<file path="src/core_settings.svh">
`ifndef CORE_SETTINGS_SVH
`define CORE_SETTINGS_SVH

// ========================================
// core-wide sizing
// ========================================

// data path and address width
`define XLEN 32

// general purpose registers, x0 included
`define REG_COUNT 32

// first fetch address out of reset
`define RESET_PC 32'h0000_0000

`endif

</file>
<file path="src/core_pkg.sv">
`default_nettype none

package core_pkg;

    // ========================================
    // instruction encodings
    // ========================================

    // major opcodes, instr[6:0]
    typedef enum logic [6:0] {
        OPC_OP     = 7'b0110011,
        OPC_OP_IMM = 7'b0010011,
        OPC_LOAD   = 7'b0000011,
        OPC_STORE  = 7'b0100011,
        OPC_BRANCH = 7'b1100011,
        OPC_JAL    = 7'b1101111,
        OPC_LUI    = 7'b0110111
    } opcode_e;

    // ========================================
    // control encodings
    // ========================================

    // alu function select
    typedef enum logic [2:0] {
        ALU_ADD = 3'b000,
        ALU_SUB = 3'b001,
        ALU_AND = 3'b010,
        ALU_OR  = 3'b011,
        ALU_XOR = 3'b100,
        ALU_SLT = 3'b101
    } alu_op_e;

    // immediate layout
    typedef enum logic [2:0] {
        IMM_I = 3'b000,
        IMM_S = 3'b001,
        IMM_B = 3'b010,
        IMM_J = 3'b011,
        IMM_U = 3'b100
    } imm_sel_e;

    // writeback source
    typedef enum logic [1:0] {
        RES_ALU = 2'b00,
        RES_MEM = 2'b01,
        RES_PC4 = 2'b10,
        RES_IMM = 2'b11
    } result_sel_e;

    // flags of the alu adder, consumed by branch decode
    typedef struct packed {
        logic zero;
        logic negative;
        logic carry;
        logic overflow;
    } alu_flags_t;

endpackage

`default_nettype wire

</file>
<file path="src/ctrl_if.sv">
`default_nettype none

interface ctrl_if import core_pkg::*; ();

    // decoded control, all levels, valid for the current instruction
    alu_op_e     alu_op;
    // operand b from immediate
    logic        alu_src;
    imm_sel_e    imm_sel;
    result_sel_e result_sel;
    logic        reg_write;
    logic        mem_write;
    // next pc from branch/jump target
    logic        pc_src;

    // driven by the decoder only
    modport decoder (
        output alu_op, alu_src, imm_sel, result_sel, reg_write, mem_write, pc_src
    );

    // consumers in the datapath
    modport datapath (
        input alu_op, alu_src, imm_sel, result_sel, reg_write, mem_write, pc_src
    );

endinterface

`default_nettype wire

</file>
<file path="src/control_decoder.sv">
`default_nettype none
`include "core_settings.svh"

module control_decoder import core_pkg::*; (
    input  wire logic [`XLEN-1:0] instr_i,
    input  wire alu_flags_t       flags_i,
    ctrl_if.decoder               ctrl
);

    // instruction fields
    logic [6:0] opcode;
    logic [2:0] funct3;
    logic       funct7_b5;
    // funct3 maps to one of the kept alu ops
    logic       fn_ok;
    alu_op_e    fn_op;
    // branch condition from flags
    logic       br_take;

    assign opcode    = instr_i[6:0];
    assign funct3    = instr_i[14:12];
    assign funct7_b5 = instr_i[30];

    // ========================================
    // alu function from funct3
    // ========================================
    always_comb begin
        fn_ok = 1'b1;
        case (funct3)
            3'b000:  fn_op = ALU_ADD;
            3'b010:  fn_op = ALU_SLT;
            3'b100:  fn_op = ALU_XOR;
            3'b110:  fn_op = ALU_OR;
            3'b111:  fn_op = ALU_AND;
            default: begin
                // shifts, sltu not supported
                fn_op = ALU_ADD;
                fn_ok = 1'b0;
            end
        endcase
    end

    // ========================================
    // main decode
    // ========================================
    always_comb begin
        // safe defaults, nothing written
        ctrl.alu_op     = ALU_ADD;
        ctrl.alu_src    = 1'b0;
        ctrl.imm_sel    = IMM_I;
        ctrl.result_sel = RES_ALU;
        ctrl.reg_write  = 1'b0;
        ctrl.mem_write  = 1'b0;
        case (opcode)
            OPC_OP: begin
                // sub only on the add slot
                ctrl.alu_op    = (funct3 == 3'b000 && funct7_b5) ? ALU_SUB : fn_op;
                ctrl.reg_write = fn_ok;
            end
            OPC_OP_IMM: begin
                ctrl.alu_op    = fn_op;
                ctrl.alu_src   = 1'b1;
                ctrl.reg_write = fn_ok;
            end
            OPC_LOAD: begin
                // word loads only
                ctrl.alu_src    = 1'b1;
                ctrl.result_sel = RES_MEM;
                ctrl.reg_write  = (funct3 == 3'b010);
            end
            OPC_STORE: begin
                ctrl.alu_src   = 1'b1;
                ctrl.imm_sel   = IMM_S;
                ctrl.mem_write = (funct3 == 3'b010);
            end
            OPC_BRANCH: begin
                // compare by subtraction, rs1 - rs2
                ctrl.alu_op  = ALU_SUB;
                ctrl.imm_sel = IMM_B;
            end
            OPC_JAL: begin
                ctrl.imm_sel    = IMM_J;
                ctrl.result_sel = RES_PC4;
                ctrl.reg_write  = 1'b1;
            end
            OPC_LUI: begin
                ctrl.imm_sel    = IMM_U;
                ctrl.result_sel = RES_IMM;
                ctrl.reg_write  = 1'b1;
            end
            default: ;
        endcase
    end

    // ========================================
    // next pc select
    // ========================================
    // kept apart from main decode, flags come back from the alu
    always_comb begin
        case (funct3)
            3'b000:  br_take = flags_i.zero;
            3'b001:  br_take = !flags_i.zero;
            3'b100:  br_take = flags_i.negative ^ flags_i.overflow;
            default: br_take = 1'b0;
        endcase
        ctrl.pc_src = (opcode == OPC_JAL) || ((opcode == OPC_BRANCH) && br_take);
    end

    // a store never writes back
    always_comb begin
        a_no_store_wb: assert final (!(ctrl.mem_write && ctrl.reg_write));
    end

endmodule

`default_nettype wire

</file>
<file path="src/imm_extend.sv">
`default_nettype none
`include "core_settings.svh"

module imm_extend import core_pkg::*; (
    input  wire logic [`XLEN-1:0] instr_i,
    ctrl_if.datapath              ctrl,
    output logic [`XLEN-1:0]      imm_o
);

    // sign bit is always instr[31]
    logic sgn;

    assign sgn = instr_i[31];

    // ========================================
    // immediate formats
    // ========================================
    always_comb begin
        case (ctrl.imm_sel)
            IMM_I: begin
                // addi, lw
                imm_o = {{(`XLEN-12){sgn}}, instr_i[31:20]};
            end
            IMM_S: begin
                // split field, sw
                imm_o = {{(`XLEN-12){sgn}}, instr_i[31:25], instr_i[11:7]};
            end
            IMM_B: begin
                // halfword offset, bit 0 implied
                imm_o = {{(`XLEN-12){sgn}}, instr_i[7], instr_i[30:25],
                         instr_i[11:8], 1'b0};
            end
            IMM_J: begin
                // jal offset, 21 bits
                imm_o = {{(`XLEN-20){sgn}}, instr_i[19:12], instr_i[20],
                         instr_i[30:21], 1'b0};
            end
            IMM_U: begin
                // upper 20, low 12 zero
                imm_o = {instr_i[31:12], 12'h000};
            end
            default: begin
                imm_o = '0;
            end
        endcase
    end

endmodule

`default_nettype wire

</file>
<file path="src/alu.sv">
`default_nettype none
`include "core_settings.svh"

module alu import core_pkg::*; (
    input  wire logic [`XLEN-1:0] a_i,
    input  wire logic [`XLEN-1:0] b_i,
    input  wire alu_op_e          op_i,
    output logic [`XLEN-1:0]      result_o,
    output alu_flags_t            flags_o
);

    // subtract as a + ~b + 1
    logic             do_sub;
    logic [`XLEN-1:0] b_eff;
    logic [`XLEN-1:0] sum;
    logic             carry;
    logic             ovf;

    // ========================================
    // shared add/subtract path
    // ========================================
    assign do_sub = (op_i == ALU_SUB) || (op_i == ALU_SLT);
    assign b_eff  = do_sub ? ~b_i : b_i;

    assign {carry, sum} = {1'b0, a_i} + {1'b0, b_eff} + {{`XLEN{1'b0}}, do_sub};

    // signs of operands agree, sign of sum flips
    assign ovf = (a_i[`XLEN-1] == b_eff[`XLEN-1]) && (sum[`XLEN-1] != a_i[`XLEN-1]);

    // ========================================
    // result select
    // ========================================
    always_comb begin
        case (op_i)
            ALU_ADD, ALU_SUB: result_o = sum;
            ALU_AND:          result_o = a_i & b_i;
            ALU_OR:           result_o = a_i | b_i;
            ALU_XOR:          result_o = a_i ^ b_i;
            // signed less-than, 0 or 1
            ALU_SLT:          result_o = {{(`XLEN-1){1'b0}}, sum[`XLEN-1] ^ ovf};
            default:          result_o = sum;
        endcase
    end

    // flags follow the adder, zero the result
    assign flags_o.zero     = (result_o == '0);
    assign flags_o.negative = sum[`XLEN-1];
    assign flags_o.carry    = carry;
    assign flags_o.overflow = ovf;

endmodule

`default_nettype wire

</file>
<file path="src/register_file.sv">
`default_nettype none
`include "core_settings.svh"

module register_file (
    input  wire logic             clk,
    input  wire logic             arst_n_i,
    input  wire logic [4:0]       rs1_addr_i,
    input  wire logic [4:0]       rs2_addr_i,
    input  wire logic [4:0]       rd_addr_i,
    input  wire logic             rd_we_i,
    input  wire logic [`XLEN-1:0] rd_data_i,
    output logic [`XLEN-1:0]      rs1_data_o,
    output logic [`XLEN-1:0]      rs2_data_o
);

    // x0 entry kept, never written
    logic [`XLEN-1:0] regs [`REG_COUNT];

    // ========================================
    // write port
    // ========================================
    always_ff @(posedge clk or negedge arst_n_i) begin
        if (!arst_n_i) begin
            for (int i = 0; i < `REG_COUNT; i++) begin
                regs[i] <= '0;
            end
        end else if (rd_we_i && (rd_addr_i != 5'd0)) begin
            regs[rd_addr_i] <= rd_data_i;
        end
    end

    // read ports, no bypass
    assign rs1_data_o = regs[rs1_addr_i];
    assign rs2_data_o = regs[rs2_addr_i];

    // x0 stays zero whatever was written before
    a_x0_rs1: assert property (@(posedge clk) disable iff (!arst_n_i)
        (rs1_addr_i == 5'd0) |-> (rs1_data_o == '0));
    a_x0_rs2: assert property (@(posedge clk) disable iff (!arst_n_i)
        (rs2_addr_i == 5'd0) |-> (rs2_data_o == '0));

endmodule

`default_nettype wire

</file>
<file path="src/pc_unit.sv">
`default_nettype none
`include "core_settings.svh"

module pc_unit (
    input  wire logic             clk,
    input  wire logic             arst_n_i,
    input  wire logic [`XLEN-1:0] imm_i,
    ctrl_if.datapath              ctrl,
    output logic [`XLEN-1:0]      pc_o,
    output logic [`XLEN-1:0]      pc_plus4_o
);

    // branch or jal destination
    logic [`XLEN-1:0] pc_target;
    logic [`XLEN-1:0] pc_next;

    // ========================================
    // next pc
    // ========================================
    assign pc_plus4_o = pc_o + `XLEN'd4;
    assign pc_target  = pc_o + imm_i;
    assign pc_next    = ctrl.pc_src ? pc_target : pc_plus4_o;

    // pc register
    always_ff @(posedge clk or negedge arst_n_i) begin
        if (!arst_n_i) begin
            pc_o <= `RESET_PC;
        end else begin
            pc_o <= pc_next;
        end
    end

    // targets are even by encoding, word alignment rests on offsets
    a_pc_aligned: assert property (@(posedge clk) disable iff (!arst_n_i)
        pc_o[1:0] == 2'b00);

endmodule

`default_nettype wire

</file>
<file path="src/risc_core.sv">
`default_nettype none
`include "core_settings.svh"

module risc_core import core_pkg::*; (
    input  wire logic             clk,
    input  wire logic             arst_n_i,
    // fetch port
    output logic [`XLEN-1:0]      pc_o,
    input  wire logic [`XLEN-1:0] instr_i,
    // data memory port
    output logic [`XLEN-1:0]      dmem_addr_o,
    output logic [`XLEN-1:0]      dmem_wdata_o,
    output logic                  dmem_we_o,
    input  wire logic [`XLEN-1:0] dmem_rdata_i,
    // register write observation
    output logic                  rf_we_o,
    output logic [4:0]            rf_waddr_o,
    output logic [`XLEN-1:0]      rf_wdata_o
);

    // datapath nets
    logic [`XLEN-1:0] rs1_data;
    logic [`XLEN-1:0] rs2_data;
    logic [`XLEN-1:0] imm;
    logic [`XLEN-1:0] alu_b;
    logic [`XLEN-1:0] alu_result;
    alu_flags_t       alu_flags;
    logic [`XLEN-1:0] pc_plus4;
    logic [`XLEN-1:0] wb_data;

    // decoded control
    ctrl_if i_ctrl ();

    // ========================================
    // fetch and decode
    // ========================================
    pc_unit i_pc_unit (
        .clk        (clk),
        .arst_n_i   (arst_n_i),
        .imm_i      (imm),
        .ctrl       (i_ctrl.datapath),
        .pc_o       (pc_o),
        .pc_plus4_o (pc_plus4)
    );

    control_decoder i_control_decoder (
        .instr_i (instr_i),
        .flags_i (alu_flags),
        .ctrl    (i_ctrl.decoder)
    );

    imm_extend i_imm_extend (
        .instr_i (instr_i),
        .ctrl    (i_ctrl.datapath),
        .imm_o   (imm)
    );

    // ========================================
    // execute
    // ========================================
    // rs1 rs2 rd at fixed positions
    register_file i_register_file (
        .clk        (clk),
        .arst_n_i   (arst_n_i),
        .rs1_addr_i (instr_i[19:15]),
        .rs2_addr_i (instr_i[24:20]),
        .rd_addr_i  (instr_i[11:7]),
        .rd_we_i    (i_ctrl.reg_write),
        .rd_data_i  (wb_data),
        .rs1_data_o (rs1_data),
        .rs2_data_o (rs2_data)
    );

    // operand b, immediate or rs2
    assign alu_b = i_ctrl.alu_src ? imm : rs2_data;

    alu i_alu (
        .a_i      (rs1_data),
        .b_i      (alu_b),
        .op_i     (i_ctrl.alu_op),
        .result_o (alu_result),
        .flags_o  (alu_flags)
    );

    // ========================================
    // memory and writeback
    // ========================================
    // effective address is base + offset from the alu
    assign dmem_addr_o  = alu_result;
    assign dmem_wdata_o = rs2_data;
    assign dmem_we_o    = i_ctrl.mem_write;

    always_comb begin
        case (i_ctrl.result_sel)
            RES_ALU: wb_data = alu_result;
            // load data used in the same cycle
            RES_MEM: wb_data = dmem_rdata_i;
            // jal link
            RES_PC4: wb_data = pc_plus4;
            // lui
            RES_IMM: wb_data = imm;
            default: wb_data = alu_result;
        endcase
    end

    // mirror of the register write port
    assign rf_we_o    = i_ctrl.reg_write;
    assign rf_waddr_o = instr_i[11:7];
    assign rf_wdata_o = wb_data;

endmodule

`default_nettype wire

</file>
<file path="config.mk">
export PLATFORM = sky130hd
export DESIGN_NAME = risc_core
export DESIGN_NICKNAME = d
export VERILOG_FILES = /design/src/core_pkg.sv /design/src/ctrl_if.sv /design/src/control_decoder.sv /design/src/imm_extend.sv /design/src/alu.sv /design/src/register_file.sv /design/src/pc_unit.sv /design/src/risc_core.sv
export VERILOG_INCLUDE_DIRS = /design/src
export SDC_FILE = /design/constraint.sdc
export NUM_CORES = 2
export LEC_CHECK = 0
export BUFFER_PORTS_ARGS = -buffer_cell sky130_fd_sc_hd__buf_2
export CELL_PAD_IN_SITES_DETAIL_PLACEMENT = 1
export CELL_PAD_IN_SITES_GLOBAL_PLACEMENT = 1
export CORE_ASPECT_RATIO = 1.4
export CORE_MARGIN = 2
export CORE_UTILIZATION = 35
export DETAILED_ROUTE_END_ITERATION = 8
export PLACE_DENSITY_LB_ADDON = 0.1
export SETUP_SLACK_MARGIN = 0.02
export SLEW_MARGIN = 25
export SYNTH_ARGS = -nofsm -noshare
export SYNTH_HDL_FRONTEND = slang
export SYNTH_SLANG_ARGS = --single-unit
</file>
<file path="constraint.sdc">
create_clock -name clk -period 10.11 [get_ports clk]
set_input_delay 0.5055 -clock clk [delete_from_list [all_inputs] [get_ports clk]]
set_output_delay 0.5055 -clock clk [all_outputs]
set_load 0.02 [all_outputs]
</file>
==> impl_results.md <==
* Clk buf depth at 3
* PnR Total Power at 10.30 mW
* Initial antenna violation count at 8
* Nets at between 5k and 6k
* Vias in the first global route at 48.03k
* Critical Path RT at ~9.6 ns
* Synthesized net count at 5762
* Register bit total from synthesis at 1056
* Post-route cell area at ~68000 um2
* Power Density at 150.9 nW/um2
* Hold Startpoint: instr_i[31]
* Die height at about 500 um
* Arr. time, crit path at approximately 8 ns
* Setup ws final at around 1.5 ns
* DP Cell Count at ~7.6k
* First-pass GRT wire length at 355300 um
* H-tree depth at 3
* Per-cell routed wire length at 31.14 um
* Slew @ Worst Pin at 1.092 ns
* Max IR drop VDD at 0.0001254 V
* Asr flop ratio synth at 1.000
* Netlist cell types at 88
* Hold Fails Final Rpt at 0
* DRC at 0
* Routed vias/inst at roughly 5.8
* TritonCTS clock tree: yes
* Yosys warnings at 0
* Place WS at 1.252 ns
* First-pass DRT Iterations at 5
* R2R cell count at 23
* Die W at about 360 um
* Iteration-0 DRC Markers at 3264
* Gr busiest metal: met2
* M2 GR Usage at 0.4646
* Syn_area_per_cell at 10.90 um2
* GRT Overall Usage at 0.2785
* Post-Synth XOR/XNOR Area at 0.01562
* Met3 usage at 0.03186
* Worst min path class: in2reg
* Synth-to-layout area growth at 12.48%
* Ports at ~200
* Worst-path fanout max at 57
* Synth Flop Type: dfrtp_1
* Hold EP: i_pc_unit.pc_o[31]$_DFF_PN0_
* Cell Count, Final, Fillers Out at 7858
* Status: completed
* Grt met1 use at 0.3697
* Worst-skew pair later-pin latency at 0.76 ns
* RSZ-0062 raised after global routing: false
* Slew Limit Fails at 0
* Pin count of the biggest net entering global routing at ~180
* WHS at around 0.27 ns
* Grt ovf at 0
* Antenna Nets Post-Route at 0
* Clock Sinks at between 1k and 1.5k
* Reg2Reg Capture Point: i_pc_unit.pc_o[3]$_DFF_PN0_
* Worst reg2reg startpoint: i_register_file.regs[289]$_DFFE_PN0P_
* Fin util at 0.3968
* MaxCap Viol Count at 0
* TNS Setup at 0 ns
* CP Launch Type: input port
* Routed WL at 244700 um
* Post-Synth Simple-Gate Area at 0.09807
* Min Tclk post-route at 8.594 ns
* EDFF count, synth at 0
* CORE AREA at 172100 um2
* Post-synthesis compound-gate area fraction at 0.1256
* Clk slew on worst S/H paths at 0.06 ns
* Highest Clock Rate at 116.4 MHz
* Largest family of logic cells by synthesized area: multiplexers
* Period utilisation layout at 0.8500
* Placed Area at 64230 um2
* Adder-cell share of the synthesized area at 0.02663
* Setup violations, final at 0
* Rel. slew slack at 0.2723
* Number of buffers added on ports at 200
* Worst Skew at approximately 0.033 ns
* Starting Density at 0.3528
* Root Buffer: clkbuf_16
* CP endpoint kind: primary output
* Vias post-DR at 45.65k
* Register area share after synthesis at 0.4353
* Row count at 180
* Mapped Area at 60700 um2
* Hold path depth at 4
* Critical path class: in2out
* Die area at 176800 um2
* HPWL after detailed placement at 157400 um
* Leakage at 29.65 nW
* Num CTS Buffers at 112
* Mux contribution to synthesized area at 0.2560
* Worst R2R Setup Slack at 2.36 ns
* Share of layout cells above drive strength 1 at 0.2371
* GP Congestion at about 0.91
* Mapped Cells at 5568
synth_stat cells, drive strengths merged (8+ instances only):
cell / number / area [um2]
xnor2: 47 / 430.4
o21bai: 9 / 67.56
mux4: 621 / 13990
dfrtp: 1056 / 26430
xor2: 57 / 518.0
or3: 10 / 62.56
a21oi: 79 / 402.9
nand4: 20 / 125.1
and2: 16 / 100.1
nand3: 35 / 180.2
mux2i: 60 / 600.6
o21a: 33 / 255.2
ha: 126 / 1577
a221oi: 13 / 120.1
nand2b: 16 / 100.1
nor2b: 17 / 106.4
nand3b: 8 / 60.06
nor2: 93 / 351.6
nor3: 16 / 85.08
and3: 13 / 81.33
mux2: 80 / 949.7
o211ai: 11 / 82.58
a21o: 34 / 256.5
clkbuf: 461 / 1730
o21ai: 1109 / 5550
inv: 129 / 484.2
nor4: 9 / 68.81
a211oi: 12 / 95.09
a22oi: 27 / 202.7
nand2: 1183 / 4441
buf: 79 / 381.6
area by class of cell:
class	instances	area [um2]
Fill cell	18560	103800
Timing Repair Buffer	347	2414
Antenna cell	3	7.507
Sequential cell	1056	26430
Multi-Input combinational cell	3843	32110
Tap cell	2275	2846
Clock inverter	41	620.6
Clock buffer	164	3372
Inverter	129	484.2
how the worst max path moves through the flow:
stage          slack, ns  cells past startpoint        start                             to
5_1_grt             1.16                     24  instr_i[20]                 rf_wdata_o[26]
6_report            1.52                     24  instr_i[20]                 rf_wdata_o[26]
3_3_place_gp        0.98                     24  instr_i[15]    i_pc_unit.pc_o[3]$_DFF_PN0_
4_1_cts             1.56                     24  instr_i[20]                 rf_wdata_o[26]
2_1_floorplan       2.50                     29  instr_i[20]   i_pc_unit.pc_o[10]$_DFF_PN0_
3_5_place_dp        1.25                     26  instr_i[20]  i_pc_unit.pc_o[0]$_DFFE_PN0P_
critical path, stage by stage:
cell	delay (ns)
buf_8	0.51
buf_12	0.43
mux4_2	0.58
mux4_2	0.50
mux2_2	0.33
mux2_2	0.33
xor2_1	0.16
ha_1	0.46
nand4_1	0.28
nor2_1	0.27
nand4_1	0.19
o211ai_1	0.27
o211ai_1	0.20
a21oi_1	0.24
a21o_1	0.19
a21oi_1	0.08
xnor2_1	0.14
a222oi_1	0.59
clkdlybuf4s18_2	0.37
a21boi_0	0.11
o22ai_2	0.33
buf_4	0.42
inv_1	0.19
buf_2	0.20
sequential cells by signal, summed over array words and instances, names as in the netlist:
register              count
i_register_file.regs   1024
i_pc_unit.pc_o           32
what timing repair did:
action	in CTS	in global routing
gates resized for setup	0	0
hold endpoints to repair	68	0
hold buffers	1	0
setup buffers	0	0
cells in the final DEF, fill, tap and decap left out, types with 17 or more instances in the layout:
cell type / n
clkinv_2: 17
nand2_1: 1152
o21ai_0: 1089
ha_1: 126
clkbuf_8: 31
xor2_1: 56
nor2_1: 90
a21o_1: 32
clkbuf_1: 18
nor2b_1: 17
o21a_1: 32
xnor2_1: 46
nand4_1: 20
nand3_1: 33
mux2i_1: 60
dfrtp_1: 1056
clkbuf_16: 115
buf_4: 129
mux2_2: 67
buf_2: 189
mux4_2: 620
a22oi_1: 27
a21oi_1: 72
nand2_4: 31
inv_1: 129
logic make-up after synthesis:
| logic type | count (synthesis) |
|---|---|
| xor gates and xnor gates | 104 |
| AOI/OAI and AO/OA | 1392 |
| adders and majority gates | 128 |
| DFF | 1056 |
| muxes | 761 |
| buffers and inverters | 669 |
| and+or+nand+nor | 1458 |
per-layer routing:
layer	up-vias	wire [um]
met5	-	0
met4	0	10970
met3	367	10050
met2	1098	118400
met1	24240	105300
li1	19940	-
power by group:
group / switching (mW) / internal [mW] / total (mW)
clock: 1.88 / 2.66 / 4.54
sequential: 0.104 / 4.29 / 4.40
combinational: 0.877 / 0.487 / 1.36
total: 2.86 / 7.44 / 10.3
Note: power is estimated with default switching activity, not from simulation.
